### config.mk
export PLATFORM = sky130hd
export DESIGN_NAME = mesh_router
export DESIGN_NICKNAME = d
export VERILOG_FILES = /design/src/common/mesh_pkg.sv /design/src/mesh/mesh_crossbar.sv /design/src/mesh/mesh_input_unit.sv /design/src/mesh/mesh_router.sv /design/src/mesh/mesh_rr_arbiter.sv /design/src/mesh/mesh_switch_control.sv
export VERILOG_INCLUDE_DIRS = /design/src /design/src/common
export SDC_FILE = /design/constraint.sdc
export NUM_CORES = 1
export LEC_CHECK = 0
export ABC_AREA = 1
export ABC_CLOCK_PERIOD_IN_PS = 5250
export BUFFER_PORTS_ARGS = -buffer_cell sky130_fd_sc_hd__buf_2
export CAP_MARGIN = 20
export CORE_ASPECT_RATIO = 0.6
export CORE_MARGIN = 2
export CORE_UTILIZATION = 55
export CTS_BUF_LIST = sky130_fd_sc_hd__clkbuf_16
export DETAILED_ROUTE_END_ITERATION = 7
export PLACE_DENSITY = 0.75
export SLEW_MARGIN = 20
export SYNTH_ARGS = -nofsm -noshare
export SYNTH_HDL_FRONTEND = slang
export SYNTH_SLANG_ARGS = --single-unit
### constraint.sdc
create_clock -name clk -period 5.25 [get_ports clk]
set_input_delay 0 -clock clk [delete_from_list [all_inputs] [get_ports clk]]
set_output_delay 0 -clock clk [all_outputs]
set_load 0.02 [all_outputs]
### src/common/mesh_macros.svh
// ####################
// Mesh router constants
// Port count, flit and coordinate widths, FIFO depth
// ####################

`ifndef MESH_MACROS_SVH
`define MESH_MACROS_SVH

// Centre, north, east, south, west
`define MESH_NUM_PORTS 5

// Single-flit packet width
`define MESH_FLIT_W 16

// One coordinate, 4x4 mesh
`define MESH_COORD_W 2

// Entries per input FIFO
`define MESH_FIFO_DEPTH 4

`endif

### src/common/mesh_pkg.sv
// ####################
// Mesh router package
// Port direction encoding and flit field layout
// ####################

`include "mesh_macros.svh"

package mesh_pkg;

  // Port index, also the crossbar select code
  typedef enum logic [2:0] {
    PORT_C = 3'd0,  // Local node
    PORT_N = 3'd1,
    PORT_E = 3'd2,
    PORT_S = 3'd3,
    PORT_W = 3'd4
  } port_dir_e;

  // Destination column, top bits of the flit
  localparam int DEST_X_HI = `MESH_FLIT_W - 1;
  localparam int DEST_X_LO = DEST_X_HI - `MESH_COORD_W + 1;

  // Destination row
  localparam int DEST_Y_HI = DEST_X_LO - 1;
  localparam int DEST_Y_LO = DEST_Y_HI - `MESH_COORD_W + 1;

  // Injecting input port, payload only
  localparam int SRC_PORT_HI = DEST_Y_LO - 1;
  localparam int SRC_PORT_LO = SRC_PORT_HI - 2;

  // Sequence number, rest of the flit
  localparam int SEQ_HI = SRC_PORT_LO - 1;
  localparam int SEQ_LO = 0;

endpackage

### src/mesh/mesh_crossbar.sv
// ####################
// Registered crossbar
// Five 5-to-1 flit muxes into output registers
// ####################

`timescale 1ns/1ps
`include "mesh_macros.svh"

module mesh_crossbar (
  input  logic                    clk,
  input  logic                    i_arst_n,
  input  logic [`MESH_FLIT_W-1:0] i_flit  [`MESH_NUM_PORTS],  // Input FIFO heads
  input  mesh_pkg::port_dir_e     i_sel   [`MESH_NUM_PORTS],  // Source per output
  input  logic                    i_valid [`MESH_NUM_PORTS],
  output logic [`MESH_FLIT_W-1:0] o_flit  [`MESH_NUM_PORTS],  // To downstream links
  output logic                    o_valid [`MESH_NUM_PORTS]   // One-cycle pulse per flit
);

  localparam int N = `MESH_NUM_PORTS;

  logic [`MESH_FLIT_W-1:0] mux_flit [N];

  // Select per output
  always_comb begin
    for (int j = 0; j < N; j++) begin
      mux_flit[j] = i_flit[i_sel[j]];
    end
  end

  // Valid pulses
  always_ff @(posedge clk or negedge i_arst_n) begin
    if (!i_arst_n) begin
      for (int j = 0; j < N; j++) begin
        o_valid[j] <= 1'b0;
      end
    end else begin
      for (int j = 0; j < N; j++) begin
        o_valid[j] <= i_valid[j];
      end
    end
  end

  // Payload held between flits
  always_ff @(posedge clk) begin
    for (int j = 0; j < N; j++) begin
      if (i_valid[j]) begin
        o_flit[j] <= mux_flit[j];
      end
    end
  end

endmodule

### src/mesh/mesh_input_unit.sv
// ####################
// Mesh input unit
// Flit FIFO per port, XY route on the head flit
// Raises stop upstream when full
// ####################

`timescale 1ns/1ps
`include "mesh_macros.svh"

module mesh_input_unit #(
  parameter int P_X = 0,  // Own column
  parameter int P_Y = 0   // Own row
) (
  input  logic                       clk,
  input  logic                       i_arst_n,
  input  logic [`MESH_FLIT_W-1:0]    i_flit,       // From upstream link
  input  logic                       i_valid,
  input  logic                       i_enable,     // Pop head at next edge
  output logic                       o_stop,       // FIFO full
  output logic [`MESH_FLIT_W-1:0]    o_head_flit,  // To crossbar
  output logic [`MESH_NUM_PORTS-1:0] o_req         // One-hot output request
);

  localparam int PTR_W = $clog2(`MESH_FIFO_DEPTH);
  localparam int CNT_W = $clog2(`MESH_FIFO_DEPTH + 1);

  // Own coordinates at field width
  localparam logic [`MESH_COORD_W-1:0] L_X = P_X[`MESH_COORD_W-1:0];
  localparam logic [`MESH_COORD_W-1:0] L_Y = P_Y[`MESH_COORD_W-1:0];

  logic [`MESH_FLIT_W-1:0]  mem [`MESH_FIFO_DEPTH];
  logic [PTR_W-1:0]         wr_ptr;
  logic [PTR_W-1:0]         rd_ptr;
  logic [CNT_W-1:0]         count;   // Occupancy
  logic                     full;
  logic                     empty;
  logic                     push;
  logic                     pop;
  logic [`MESH_COORD_W-1:0] dest_x;
  logic [`MESH_COORD_W-1:0] dest_y;

  assign full  = (count == CNT_W'(`MESH_FIFO_DEPTH));
  assign empty = (count == '0);
  assign push  = i_valid && !full;    // Full FIFO takes nothing
  assign pop   = i_enable && !empty;

  assign o_stop      = full;
  assign o_head_flit = mem[rd_ptr];  // Head visible the cycle after first write

  // Storage
  always_ff @(posedge clk) begin
    if (push) begin
      mem[wr_ptr] <= i_flit;
    end
  end

  // Pointers and count, wrap at depth
  always_ff @(posedge clk or negedge i_arst_n) begin
    if (!i_arst_n) begin
      wr_ptr <= '0;
      rd_ptr <= '0;
      count  <= '0;
    end else begin
      if (push) begin
        wr_ptr <= (wr_ptr == PTR_W'(`MESH_FIFO_DEPTH - 1)) ? '0 : wr_ptr + 1'b1;
      end
      if (pop) begin
        rd_ptr <= (rd_ptr == PTR_W'(`MESH_FIFO_DEPTH - 1)) ? '0 : rd_ptr + 1'b1;
      end
      case ({push, pop})
        2'b10:   count <= count + 1'b1;
        2'b01:   count <= count - 1'b1;
        default: count <= count;  // Idle or push with pop
      endcase
    end
  end

  // Destination fields of the head
  assign dest_x = o_head_flit[mesh_pkg::DEST_X_HI:mesh_pkg::DEST_X_LO];
  assign dest_y = o_head_flit[mesh_pkg::DEST_Y_HI:mesh_pkg::DEST_Y_LO];

  // XY routing, X resolved first
  always_comb begin
    o_req = '0;
    if (!empty) begin
      if (dest_x > L_X) begin
        o_req[mesh_pkg::PORT_E] = 1'b1;
      end else if (dest_x < L_X) begin
        o_req[mesh_pkg::PORT_W] = 1'b1;
      end else if (dest_y > L_Y) begin
        o_req[mesh_pkg::PORT_N] = 1'b1;
      end else if (dest_y < L_Y) begin
        o_req[mesh_pkg::PORT_S] = 1'b1;
      end else begin
        o_req[mesh_pkg::PORT_C] = 1'b1;  // Arrived, eject locally
      end
    end
  end

endmodule

### src/mesh/mesh_router.sv
// ####################
// Mesh router top
// Five input units, switch control, crossbar
// Position set by P_X and P_Y
// ####################

`timescale 1ns/1ps
`include "mesh_macros.svh"

module mesh_router #(
  parameter int P_X = 0,  // Column in the mesh
  parameter int P_Y = 0   // Row in the mesh
) (
  input  logic                    clk,
  input  logic                    i_arst_n,
  input  logic [`MESH_FLIT_W-1:0] i_flit  [`MESH_NUM_PORTS],  // Upstream flits
  input  logic                    i_valid [`MESH_NUM_PORTS],
  input  logic                    i_stop  [`MESH_NUM_PORTS],  // Downstream hold
  output logic                    o_stop  [`MESH_NUM_PORTS],  // Hold upstream
  output logic [`MESH_FLIT_W-1:0] o_flit  [`MESH_NUM_PORTS],  // Downstream flits
  output logic                    o_valid [`MESH_NUM_PORTS]
);

  localparam int N = `MESH_NUM_PORTS;

  logic [`MESH_FLIT_W-1:0] head_flit  [N];  // FIFO heads into crossbar
  logic [N-1:0]            req        [N];  // Route requests per input
  logic                    enable     [N];  // FIFO pops
  mesh_pkg::port_dir_e     sel        [N];  // Crossbar selects
  logic                    xbar_valid [N];
  logic [N-1:0]            stop_vec;        // Downstream stops, packed

  // Input side, one unit per port
  generate
    for (genvar p = 0; p < N; p++) begin : gen_in
      assign stop_vec[p] = i_stop[p];

      mesh_input_unit #(
        .P_X (P_X),
        .P_Y (P_Y)
      ) i_mesh_input_unit (
        .clk         (clk),
        .i_arst_n    (i_arst_n),
        .i_flit      (i_flit[p]),
        .i_valid     (i_valid[p]),
        .i_enable    (enable[p]),
        .o_stop      (o_stop[p]),
        .o_head_flit (head_flit[p]),
        .o_req       (req[p])
      );
    end
  endgenerate

  // Arbitration
  mesh_switch_control i_mesh_switch_control (
    .clk          (clk),
    .i_arst_n     (i_arst_n),
    .i_stop       (stop_vec),
    .i_req_output (req),
    .o_sel        (sel),
    .o_enable     (enable),
    .o_valid      (xbar_valid)
  );

  // Output registers
  mesh_crossbar i_mesh_crossbar (
    .clk      (clk),
    .i_arst_n (i_arst_n),
    .i_flit   (head_flit),
    .i_sel    (sel),
    .i_valid  (xbar_valid),
    .o_flit   (o_flit),
    .o_valid  (o_valid)
  );

endmodule

### src/mesh/mesh_rr_arbiter.sv
// ####################
// Round-robin arbiter
// Five requesters, rotating priority pointer
// ####################

`timescale 1ns/1ps
`include "mesh_macros.svh"

module mesh_rr_arbiter (
  input  logic                       clk,
  input  logic                       i_arst_n,
  input  logic [`MESH_NUM_PORTS-1:0] i_request,  // Bit i from input i
  output logic [`MESH_NUM_PORTS-1:0] o_grant     // At most one bit set
);

  localparam int N     = `MESH_NUM_PORTS;
  localparam int PTR_W = $clog2(N);

  logic [PTR_W-1:0] ptr;        // Highest priority index
  logic [PTR_W-1:0] grant_idx;  // Index of the winner

  // Search from the pointer, wrapping past the last requester
  always_comb begin
    int   idx;
    logic found;
    o_grant   = '0;
    grant_idx = ptr;
    found     = 1'b0;
    for (int off = 0; off < N; off++) begin
      idx = int'(ptr) + off;
      if (idx >= N) begin
        idx = idx - N;  // Wrap
      end
      if (!found && i_request[idx]) begin
        found        = 1'b1;
        o_grant[idx] = 1'b1;
        grant_idx    = PTR_W'(idx);
      end
    end
  end

  // Winner drops to lowest priority
  always_ff @(posedge clk or negedge i_arst_n) begin
    if (!i_arst_n) begin
      ptr <= '0;
    end else if (|o_grant) begin
      ptr <= (grant_idx == PTR_W'(N - 1)) ? '0 : grant_idx + 1'b1;
    end
  end

endmodule

### src/mesh/mesh_switch_control.sv
// ####################
// Switch control
// Stop masking, one arbiter per output
// Enables, crossbar selects, valids
// ####################

`timescale 1ns/1ps
`include "mesh_macros.svh"

module mesh_switch_control (
  input  logic                       clk,
  input  logic                       i_arst_n,
  input  logic [`MESH_NUM_PORTS-1:0] i_stop,                          // Downstream hold per output
  input  logic [`MESH_NUM_PORTS-1:0] i_req_output [`MESH_NUM_PORTS],  // Per input, one-hot output
  output mesh_pkg::port_dir_e        o_sel        [`MESH_NUM_PORTS],  // Per output, chosen input
  output logic                       o_enable     [`MESH_NUM_PORTS],  // Pop input FIFO
  output logic                       o_valid      [`MESH_NUM_PORTS]   // Flit goes out on output
);

  localparam int N = `MESH_NUM_PORTS;

  logic [N-1:0] req_col   [N];  // Requests seen by output j, bit i from input i
  logic [N-1:0] grant_col [N];  // Grants from output j

  // Transpose requests into columns, drop stopped outputs
  always_comb begin
    for (int j = 0; j < N; j++) begin
      for (int i = 0; i < N; i++) begin
        req_col[j][i] = i_req_output[i][j] && !i_stop[j];
      end
    end
  end

  // One arbiter per output
  generate
    for (genvar j = 0; j < N; j++) begin : gen_arb
      mesh_rr_arbiter i_mesh_rr_arbiter (
        .clk       (clk),
        .i_arst_n  (i_arst_n),
        .i_request (req_col[j]),
        .o_grant   (grant_col[j])
      );
    end
  endgenerate

  // Output valid from any grant in the column
  // Input enable from any grant naming that input
  always_comb begin
    for (int j = 0; j < N; j++) begin
      o_valid[j] = |grant_col[j];
    end
    for (int i = 0; i < N; i++) begin
      o_enable[i] = 1'b0;
      for (int j = 0; j < N; j++) begin
        o_enable[i] = o_enable[i] | grant_col[j][i];  // Input requests one output only
      end
    end
  end

  // Encode the winner for the crossbar
  always_comb begin
    for (int j = 0; j < N; j++) begin
      o_sel[j] = mesh_pkg::PORT_C;  // Don't care when idle
      for (int i = 0; i < N; i++) begin
        if (grant_col[j][i]) begin
          o_sel[j] = mesh_pkg::port_dir_e'(3'(i));
        end
      end
    end
  end

endmodule

==> results of run 1 <==
==> worst max-delay path, stage by stage, from the launching register on <==
cell	delay, ns
dfrtp_1	0.52
inv_1	0.33
ha_1	0.24
buf_4	0.15
inv_1	0.06
ha_1	0.21
a21oi_4	0.17
inv_2	0.06
o21ai_1	0.24
inv_1	0.09
nor2_1	0.19
nand3_1	0.15
nand3_4	0.16
inv_2	0.10
nor2_2	0.19
inv_2	0.08
o21ai_0	0.28
nor2_1	0.11
nand3_2	0.12
inv_2	0.06
nand3_2	0.15
ha_1	0.17
inv_1	0.08
fa_1	0.39
a21oi_1	0.15
o21ai_0	0.11
xor2_1	0.16
==> per-stage QoR <==
stage	instances	hold WS (ns)	worst slack [ns]	cell area, µm²
floorplan	2691	-0.296	1.21	24300
global placement	3325	0.210	0.537	25200
detailed placement	3325	0.215	0.534	25200
CTS	3479	0.0416	0.497	27300
global route	3480	0.0836	0.0655	27300
finish	3481	0.0417	0.410	27300
==> layout make-up <==
cell class | count | area (µm²) | share of cell area, %
clock buffer | 39 | 976 | 3.58
sequential | 415 | 12200 | 44.8
tap | 579 | 724 | 2.66
inverter | 214 | 828 | 3.04
clock inverter | 32 | 278 | 1.02
multi-input combinational | 1928 | 10300 | 37.9
antenna | 2 | 5.00 | 0.0184
timing repair buffer | 272 | 1890 | 6.92
==> registers in the layout, summed over array words and instances (netlist names) <==
name,cells
gen_in.i_mesh_input_unit.count,15
gen_in.i_mesh_input_unit.rd_ptr,10
gen_in.i_mesh_input_unit.mem,320
i_mesh_crossbar.o_valid,3
i_mesh_crossbar.o_flit,48
i_mesh_switch_control.gen_arb.i_mesh_rr_arbiter.ptr,9
gen_in.i_mesh_input_unit.wr_ptr,10
==> cells by family (layout without fill, tap and decap cells) <==
kind of cell | after synthesis | count (layout)
and+or+nand+nor | 1509 | 1509
adders and majority gates | 82 | 82
other | 1 | 36
DFF | 415 | 415
xor gates and xnor gates | 18 | 18
buffers and inverters | 348 | 557
AOI/OAI and AO/OA | 285 | 285
==> worst paths after layout <==
kind                                                      startpoint                                     to  slack, ns  depth (start not counted)
worst max-delay path                                       flip-flop   gen_in[4].i_mesh_input_unit.count[2]       0.41                         26
worst min-delay path                                      i_valid[3]  gen_in[1].i_mesh_input_unit.wr_ptr[1]       0.04                          3
worst max register to register                             flip-flop   gen_in[4].i_mesh_input_unit.count[2]       0.41                         26
worst min register to register  gen_in[2].i_mesh_input_unit.count[0]   gen_in[2].i_mesh_input_unit.count[0]       0.48                          1
max in group asynchronous                                   i_arst_n  gen_in[4].i_mesh_input_unit.wr_ptr[0]       4.51                          3
min in group asynchronous                                   i_arst_n  gen_in[0].i_mesh_input_unit.wr_ptr[1]       0.16                          3
==> layer usage <==
| metal | wire length, µm | share of wire [%] | vias to the layer above |
|---|---|---|---|
| met5 | 0 | 0 | - |
| met4 | 1970 | 2.7 | 0 |
| met3 | 7950 | 11 | 131 |
| met2 | 29800 | 42 | 1099 |
| met1 | 32000 | 45 | 9652 |
| li1 | - | - | 9391 |
==> timing repair <==
action | in CTS | in global routing
setup endpoints to repair | 0 | 0
hold buffers | 83 | 0
hold endpoints to repair | 370 | 0
==> layout by cell type, fill, tap and decap left out, types with 65 or more instances in the layout <==
cell type      instances
buf_2                145
inv_1                183
ha_1                  74
edfxtp_1             368
nand4_1               65
nand3_1              251
nand2_1              839
o21ai_0               78
nor2_1               167
a21oi_1               86
dlygate4sd3_1         83
==> flow_summary.rst, run 1 <==
.. list-table::
   :header-rows: 1

   * - Metric
     - Value
   * - Die Outline Area
     - 45800 µm²
   * - Required time worst endpoint
     - 5.69 ns
   * - Via density per instance
     - 5.82
   * - Global-route wire length before repair
     - 108 mm
   * - Highest attainable clock frequency
     - 0.207 GHz
   * - Tightest Hold Check Type
     - in2reg
   * - Deepest level of the CTS H-tree
     - 2
   * - Compound-gate portion of the synthesized area
     - 7.63%
   * - Total detailed-routing wirelength
     - 71.7 mm
   * - Fraction of the mapped netlist area in simple logic gates
     - 29.2%
   * - Proportion of synthesized chip area in sequential cells
     - 50.5%
   * - RePlAce Congestion
     - 0.993
   * - Fraction of post-synthesis cell area in the top cell type by area
     - 45.6%
   * - Dpl hpwl
     - 51.9 mm
   * - Peak-usage layer in the global routing report
     - met1
   * - Share of the clock period used by the worst path after layout
     - 92.2%
   * - RSZ-0062 raised after global routing
     - false
   * - Quantity of I/O buffers inserted on ports
     - 145
   * - Worst-path maximum fanout
     - 10
   * - Mean routed wirelength per cell
     - 20.6 µm
   * - Data arrival, critical path
     - 5.28 ns
   * - Floorplan row count
     - 59
   * - Yosys warnings
     - 0
   * - Top-count cell post-synth
     - nand2_1
   * - Clk pin slew, worst setup/hold paths
     - 0.06 ns
   * - Finished Core Util
     - 62.8%
   * - TritonCTS clock tree
     - built
   * - Final Setup Violations
     - 0
   * - Synth async-reset ratio
     - 11.3%
   * - Cell types with the highest counts after synthesis
     - nand2_1 (839), edfxtp_1 (368), nand3_1 (251), nor2_1 (183), inv_1 (171)
   * - Final total negative setup slack
     - 0 ns
   * - Top_reg_cell synth
     - edfxtp_1
   * - Critical Path Start Type
     - flip-flop
   * - Clock latency on the worst-skew pair
     - 0.58 ns
   * - Cts repair resizes
     - 0
   * - Mapped Avg Cell Area
     - 9.11 µm²
   * - Multiplexer share of the synthesized area
     - 0%
   * - Clk_skew
     - 0.0471 ns
   * - Nets
     - 3044
   * - Residual antenna-violating net count after detailed routing
     - 0
   * - Detailed Route Iter0 Violations
     - 3020
   * - Met2 track utilization from global routing
     - 42.8%
   * - DRC violation count after routing
     - 0
   * - Kind of critical path
     - reg2reg
   * - Vias post-DR
     - 20300
   * - Final number of hold-violating endpoints
     - 0
   * - Buffer count from post-CTS setup fixing
     - 0
   * - Slew of the pin with the lowest slew margin
     - 1.17 ns
   * - Largest buffer count on any clock path
     - 3
   * - Slew HR
     - 22.1%
   * - Dominant combinational cell family by area after synthesis
     - simple AND/OR/NAND/NOR gates
   * - Largest net degree at the start of global routing
     - 48
   * - Top-Level Pins
     - 182
   * - Post-synth cell types
     - 54
   * - Synth area leaders
     - edfxtp_1 (46%), nand2_1 (13%), nand3_1 (5.2%)
   * - Share of cells above drive strength 1
     - 15.9%
   * - Seq cells post-synth
     - 415
   * - Sink count of the clock tree
     - 415
   * - CTS Buf Count
     - 39
   * - Vertical die dimension
     - 167 µm
   * - Fin crit period
     - 4.84 ns
   * - Met3 routing resource usage after global routing
     - 6.79%
   * - Vias in the first global route
     - 18600
   * - Root Driver
     - clkbuf_16
   * - Total congestion overflow
     - 0
   * - Run status
     - completed
   * - Critical Path Sink Type
     - flip-flop
   * - Post-synthesis instance total
     - 2658
   * - Fraction of met1 tracks used by global routing
     - 48.4%
   * - Starting density of the core
     - 55.8%
   * - Floorplan die width
     - 275 µm
   * - Adder-Cell Fraction of Synth Area
     - 4.48%
   * - Total routing usage reported by global routing
     - 30.9%
   * - Parity-gate share of the synthesized area counting xor and xnor cells
     - 0.744%
   * - Pre-antenna DRT Iters
     - 8
   * - Fillers
     - 3493
   * - Max-capacitance violation count
     - 0
   * - Netlist area before placement
     - 24200 µm²
   * - Number of synthesized flops with an enable pin
     - 368
   * - Initial antenna violation count
     - 2
   * - Layout area overhead
     - 12.6%
   * - Final-report max-slew violation count
     - 0
   * - Cell accounting for the most synthesized area
     - edfxtp_1
   * - Core ar.
     - 43400 µm²
Power of run 1 is not shown: default switching activity piles up to over one toggle a cycle in this logic, so the estimate is an artifact.
==> run 2: changes to the inputs <==
Settings changed: ABC_AREA 1 to 0, ABC_CLOCK_PERIOD_IN_PS 5250 to 5400.
Clock period 5.25 ns to 5.4 ns, I/O delays scaled along.
==> run 2 against run 1 <==
Sequential share of layout area hardly changed. Non-clock buffer count grew 75. Clock skew down 0.012 ns. Fmax fell by 8.5%. Hold slack better by 0.12 ns. Worst setup slack got worse by 0.30 ns. Flip-flop and latch count unchanged. Critical path type unchanged.
==> flow_summary.rst, run 2 <==
.. list-table::
   :header-rows: 1

   * - Metric
     - Value
   * - Run status
     - completed
   * - Total detailed-routing wirelength
     - 71.5 mm (-0.28%)
   * - Most frequent standard cell in the layout excluding fill and tap cells
     - edfxtp_1
   * - Detailed Route Iter0 Violations
     - 2792 (-7.5%)
   * - Met2 track utilization from global routing
     - 47.6% (+4.9 points)
   * - Kind of critical path
     - reg2reg
   * - Clk pin slew, worst setup/hold paths
     - 0.07 ns (about the same)
   * - Buffer count from post-CTS setup fixing
     - 0 (unchanged)
   * - Total routing usage reported by global routing
     - 32.2% (+1.3 points)
   * - Mapped Avg Cell Area
     - 12.6 µm² (+39%)
   * - Total congestion overflow
     - 0 (unchanged)
   * - Top-Level Pins
     - 182 (unchanged)
   * - Worst slack at placement
     - 0.266 ns (-0.269 ns)
   * - Peak-usage layer in the global routing report
     - met1
   * - Synth async-reset ratio
     - 11.3% (unchanged)
   * - Worst reg-to-reg setup slack
     - 0.11 ns (-0.30 ns)
   * - Deepest level of the CTS H-tree
     - 2 (unchanged)
   * - Top_reg_cell synth
     - edfxtp_1
   * - Critical Path Sink Type
     - flip-flop
   * - Source of the worst register-to-register timing path
     - gen_in[0].i_mesh_input_unit.rd_ptr[0]
   * - Finished Core Util
     - 65.1% (+2.3 points)
   * - Vias post-DR
     - 17900 (-12%)
   * - Largest buffer count on any clock path
     - 3 (unchanged)
   * - Fin crit period
     - 5.29 ns (+0.447 ns)
   * - Clk_skew
     - 0.0353 ns (-0.0118 ns)
   * - Data arrival, critical path
     - 5.74 ns (+0.46 ns)
   * - Final-report max-slew violation count
     - 0 (unchanged)
   * - Fillers
     - 3056 (-13%)
   * - Slew of the pin with the lowest slew margin
     - 1.03 ns (-0.144 ns)
   * - Worst R2R End
     - gen_in[4].i_mesh_input_unit.count[2]
   * - Flip-flop count of the largest register, all copies and words added
     - 320 (unchanged)
   * - Pre-antenna DRT Iters
     - 7 (-1)
   * - Clock latency on the worst-skew pair
     - 0.56 ns (-0.02 ns)
   * - Vias in the first global route
     - 17300 (-7.3%)
   * - Starting density of the core
     - 55.8% (about the same)
   * - Final Setup Violations
     - 0 (unchanged)
   * - Layout area overhead
     - 16.8%
   * - Fraction of post-synthesis cell area in the top cell type by area
     - 47.3% (+1.7 points)
   * - Biggest registers after layout
     - gen_in.i_mesh_input_unit.mem: 320 flops, i_mesh_crossbar.o_flit: 48 flops, gen_in.i_mesh_input_unit.count: 15 flops
   * - Quantity of I/O buffers inserted on ports
     - 145 (unchanged)
   * - Root Driver
     - clkbuf_16
   * - Highest attainable clock frequency
     - 0.189 GHz (-8.5%)
   * - Cell types with the highest counts after synthesis
     - edfxtp_1 (368), nand2_1 (114), mux2i_1 (107), nor2_1 (95), o21ai_0 (89)
   * - TritonCTS clock tree
     - built
   * - Sink count of the clock tree
     - 415 (unchanged)
   * - DRC violation count after routing
     - 0 (unchanged)
   * - Initial antenna violation count
     - 4 (+2)
   * - Floorplan row count
     - 58 (-1.7%)
   * - Commonest cells after routing, fill and taps aside
     - edfxtp_1 (368), buf_2 (145), nand2_1 (114)
   * - Dpl hpwl
     - 51.6 mm (-0.56%)
   * - Core ar.
     - 41900 µm² (-3.5%)
   * - Worst path setup slack after routing
     - 0.113 ns (-0.297 ns)
   * - Post-synth cell types
     - 97 (+80%)
   * - Floorplan die width
     - 270 µm (-1.8%)
   * - Number of synthesized flops with an enable pin
     - 368 (unchanged)
   * - Mean routed wirelength per cell
     - 26.2 µm (+27%)
   * - Share of the clock period used by the worst path after layout
     - 97.9% (+5.7 points)
   * - Reg with most FFs
     - gen_in.i_mesh_input_unit.mem
   * - Required time worst endpoint
     - 5.85 ns (+0.16 ns)
   * - Seq cells post-synth
     - 415 (unchanged)
   * - CTS Buf Count
     - 38 (-2.6%)
   * - Nets
     - 2306 (-24%)
   * - Post-Place Cell Area
     - 25100 µm² (-0.22%)
   * - Die Outline Area
     - 44200 µm² (-3.5%)
   * - Netlist area before placement
     - 23400 µm² (-3.5%)
   * - Finished Cell Area
     - 27300 µm² (about the same)
   * - Tightest Hold Check Type
     - in2async
   * - Multi-input logic area
     - 10300 µm² (-0.19%)
   * - Vertical die dimension
     - 164 µm (-1.7%)
   * - Via density per instance
     - 6.54 (+12%)
   * - Global-route wire length before repair
     - 107 mm (-1.4%)
   * - Met3 routing resource usage after global routing
     - 7.97% (+1.2 points)
   * - Share of cells above drive strength 1
     - 21.2% (+5.3 points)
   * - Final total negative setup slack
     - 0 ns (unchanged)
   * - Largest net degree at the start of global routing
     - 48 (unchanged)
   * - Top-count cell post-synth
     - edfxtp_1
   * - FF+latch area
     - 12200 µm² (unchanged)
   * - Final number of hold-violating endpoints
     - 0 (unchanged)
   * - Residual antenna-violating net count after detailed routing
     - 0 (unchanged)
   * - Critical Path Start Type
     - flip-flop
   * - Max-capacitance violation count
     - 0 (unchanged)
   * - Post-synthesis instance total
     - 1848 (-30%)
   * - RePlAce Congestion
     - 0.976 (-1.7%)
   * - Slew HR
     - 31.6% (+9.6 points)
   * - Synth area leaders
     - edfxtp_1 (47%), mux4_2 (8.1%), dfrtp_1 (5.0%)
   * - Cell accounting for the most synthesized area
     - edfxtp_1
   * - Fraction of met1 tracks used by global routing
     - 47.9% (-0.52 points)
   * - Proportion of synthesized chip area in sequential cells
     - 52.3% (+1.8 points)
   * - Worst-path maximum fanout
     - 13 (+3)
   * - Yosys warnings
     - 0 (unchanged)
   * - Depth of the most critical reg-to-reg path
     - 17 (-35%)
run 2: timing repair:
action,CTS,global route
endpoints found under the hold margin,377,0
hold buffers,86,0
setup endpoints to repair,0,4
gates resized for setup,0,11
run 2: area by class of cell:
| cell class | count | area share, % |
|---|---|---|
| sequential | 415 | 44.8 |
| multi-input combinational | 1256 | 37.8 |
| timing repair buffer | 347 | 9.15 |
| clock buffer | 39 | 3.58 |
| tap | 570 | 2.61 |
| inverter | 74 | 1.02 |
| clock inverter | 29 | 0.936 |
| antenna | 4 | 0.0367 |
run 2: layer usage:
metal  vias up  part of all wire (%)  routed length (µm)
met1      8862                    42               29800
met4         0                   2.4                1720
li1       7763                     -                   -
met2      1119                    44               31100
met3       134                    12                8830
met5         -                     0                   0
run 2: worst max-delay path by stage:
stage	slack (ns)	end	from
after CTS	0.23	gen_in[3].i_mesh_input_unit.count[2]	gen_in[0].i_mesh_input_unit.rd_ptr[0]
after global placement	0.35	gen_in[2].i_mesh_input_unit.count[2]	flip-flop
after floorplan	0.47	gen_in[4].i_mesh_input_unit.count[2]	flip-flop
after global routing	-0.009	gen_in[4].i_mesh_input_unit.count[2]	flip-flop
final	0.11	gen_in[4].i_mesh_input_unit.count[2]	gen_in[0].i_mesh_input_unit.rd_ptr[0]
after detailed placement	0.27	gen_in[3].i_mesh_input_unit.count[2]	gen_in[0].i_mesh_input_unit.rd_ptr[0]
run 2: kinds of logic (layout without fill, tap and decap cells):
logic type,count (synthesis),in the layout,share of synthesized area [%]
buf+inv,210,489,4.26
flops,415,415,52.3
other cells,1,38,0.0161
mux,214,214,13.8
simple gates,459,459,10.3
compound gates,435,435,13.5
xor+xnor,32,32,1.20
fa+ha+maj,82,82,4.65
run 2: critical path, stage by stage, from the launching register on:
cell and delay [ns]:
dfrtp_1 0.64, mux4_2 0.67, o211ai_4 0.41, mux2i_1 0.13
a32o_1 0.29, o21bai_4 0.20, or4_4 0.56, or2_4 0.27
o311ai_4 0.43, nor3_1 0.13, buf_4 0.19, inv_1 0.08
ha_1 0.19, inv_1 0.07, fa_1 0.38, xor2_1 0.16
nor2_1 0.16, xor2_1 0.21
run 2: metrics by stage:
step                instances  hold WS, ns
floorplan                1881       -0.296
global placement         2576        0.211
detailed placement       2576        0.215
CTS                      2730        0.167
global route             2733        0.219
finish                   2734        0.159
Power of run 2 is left out for the same reason.
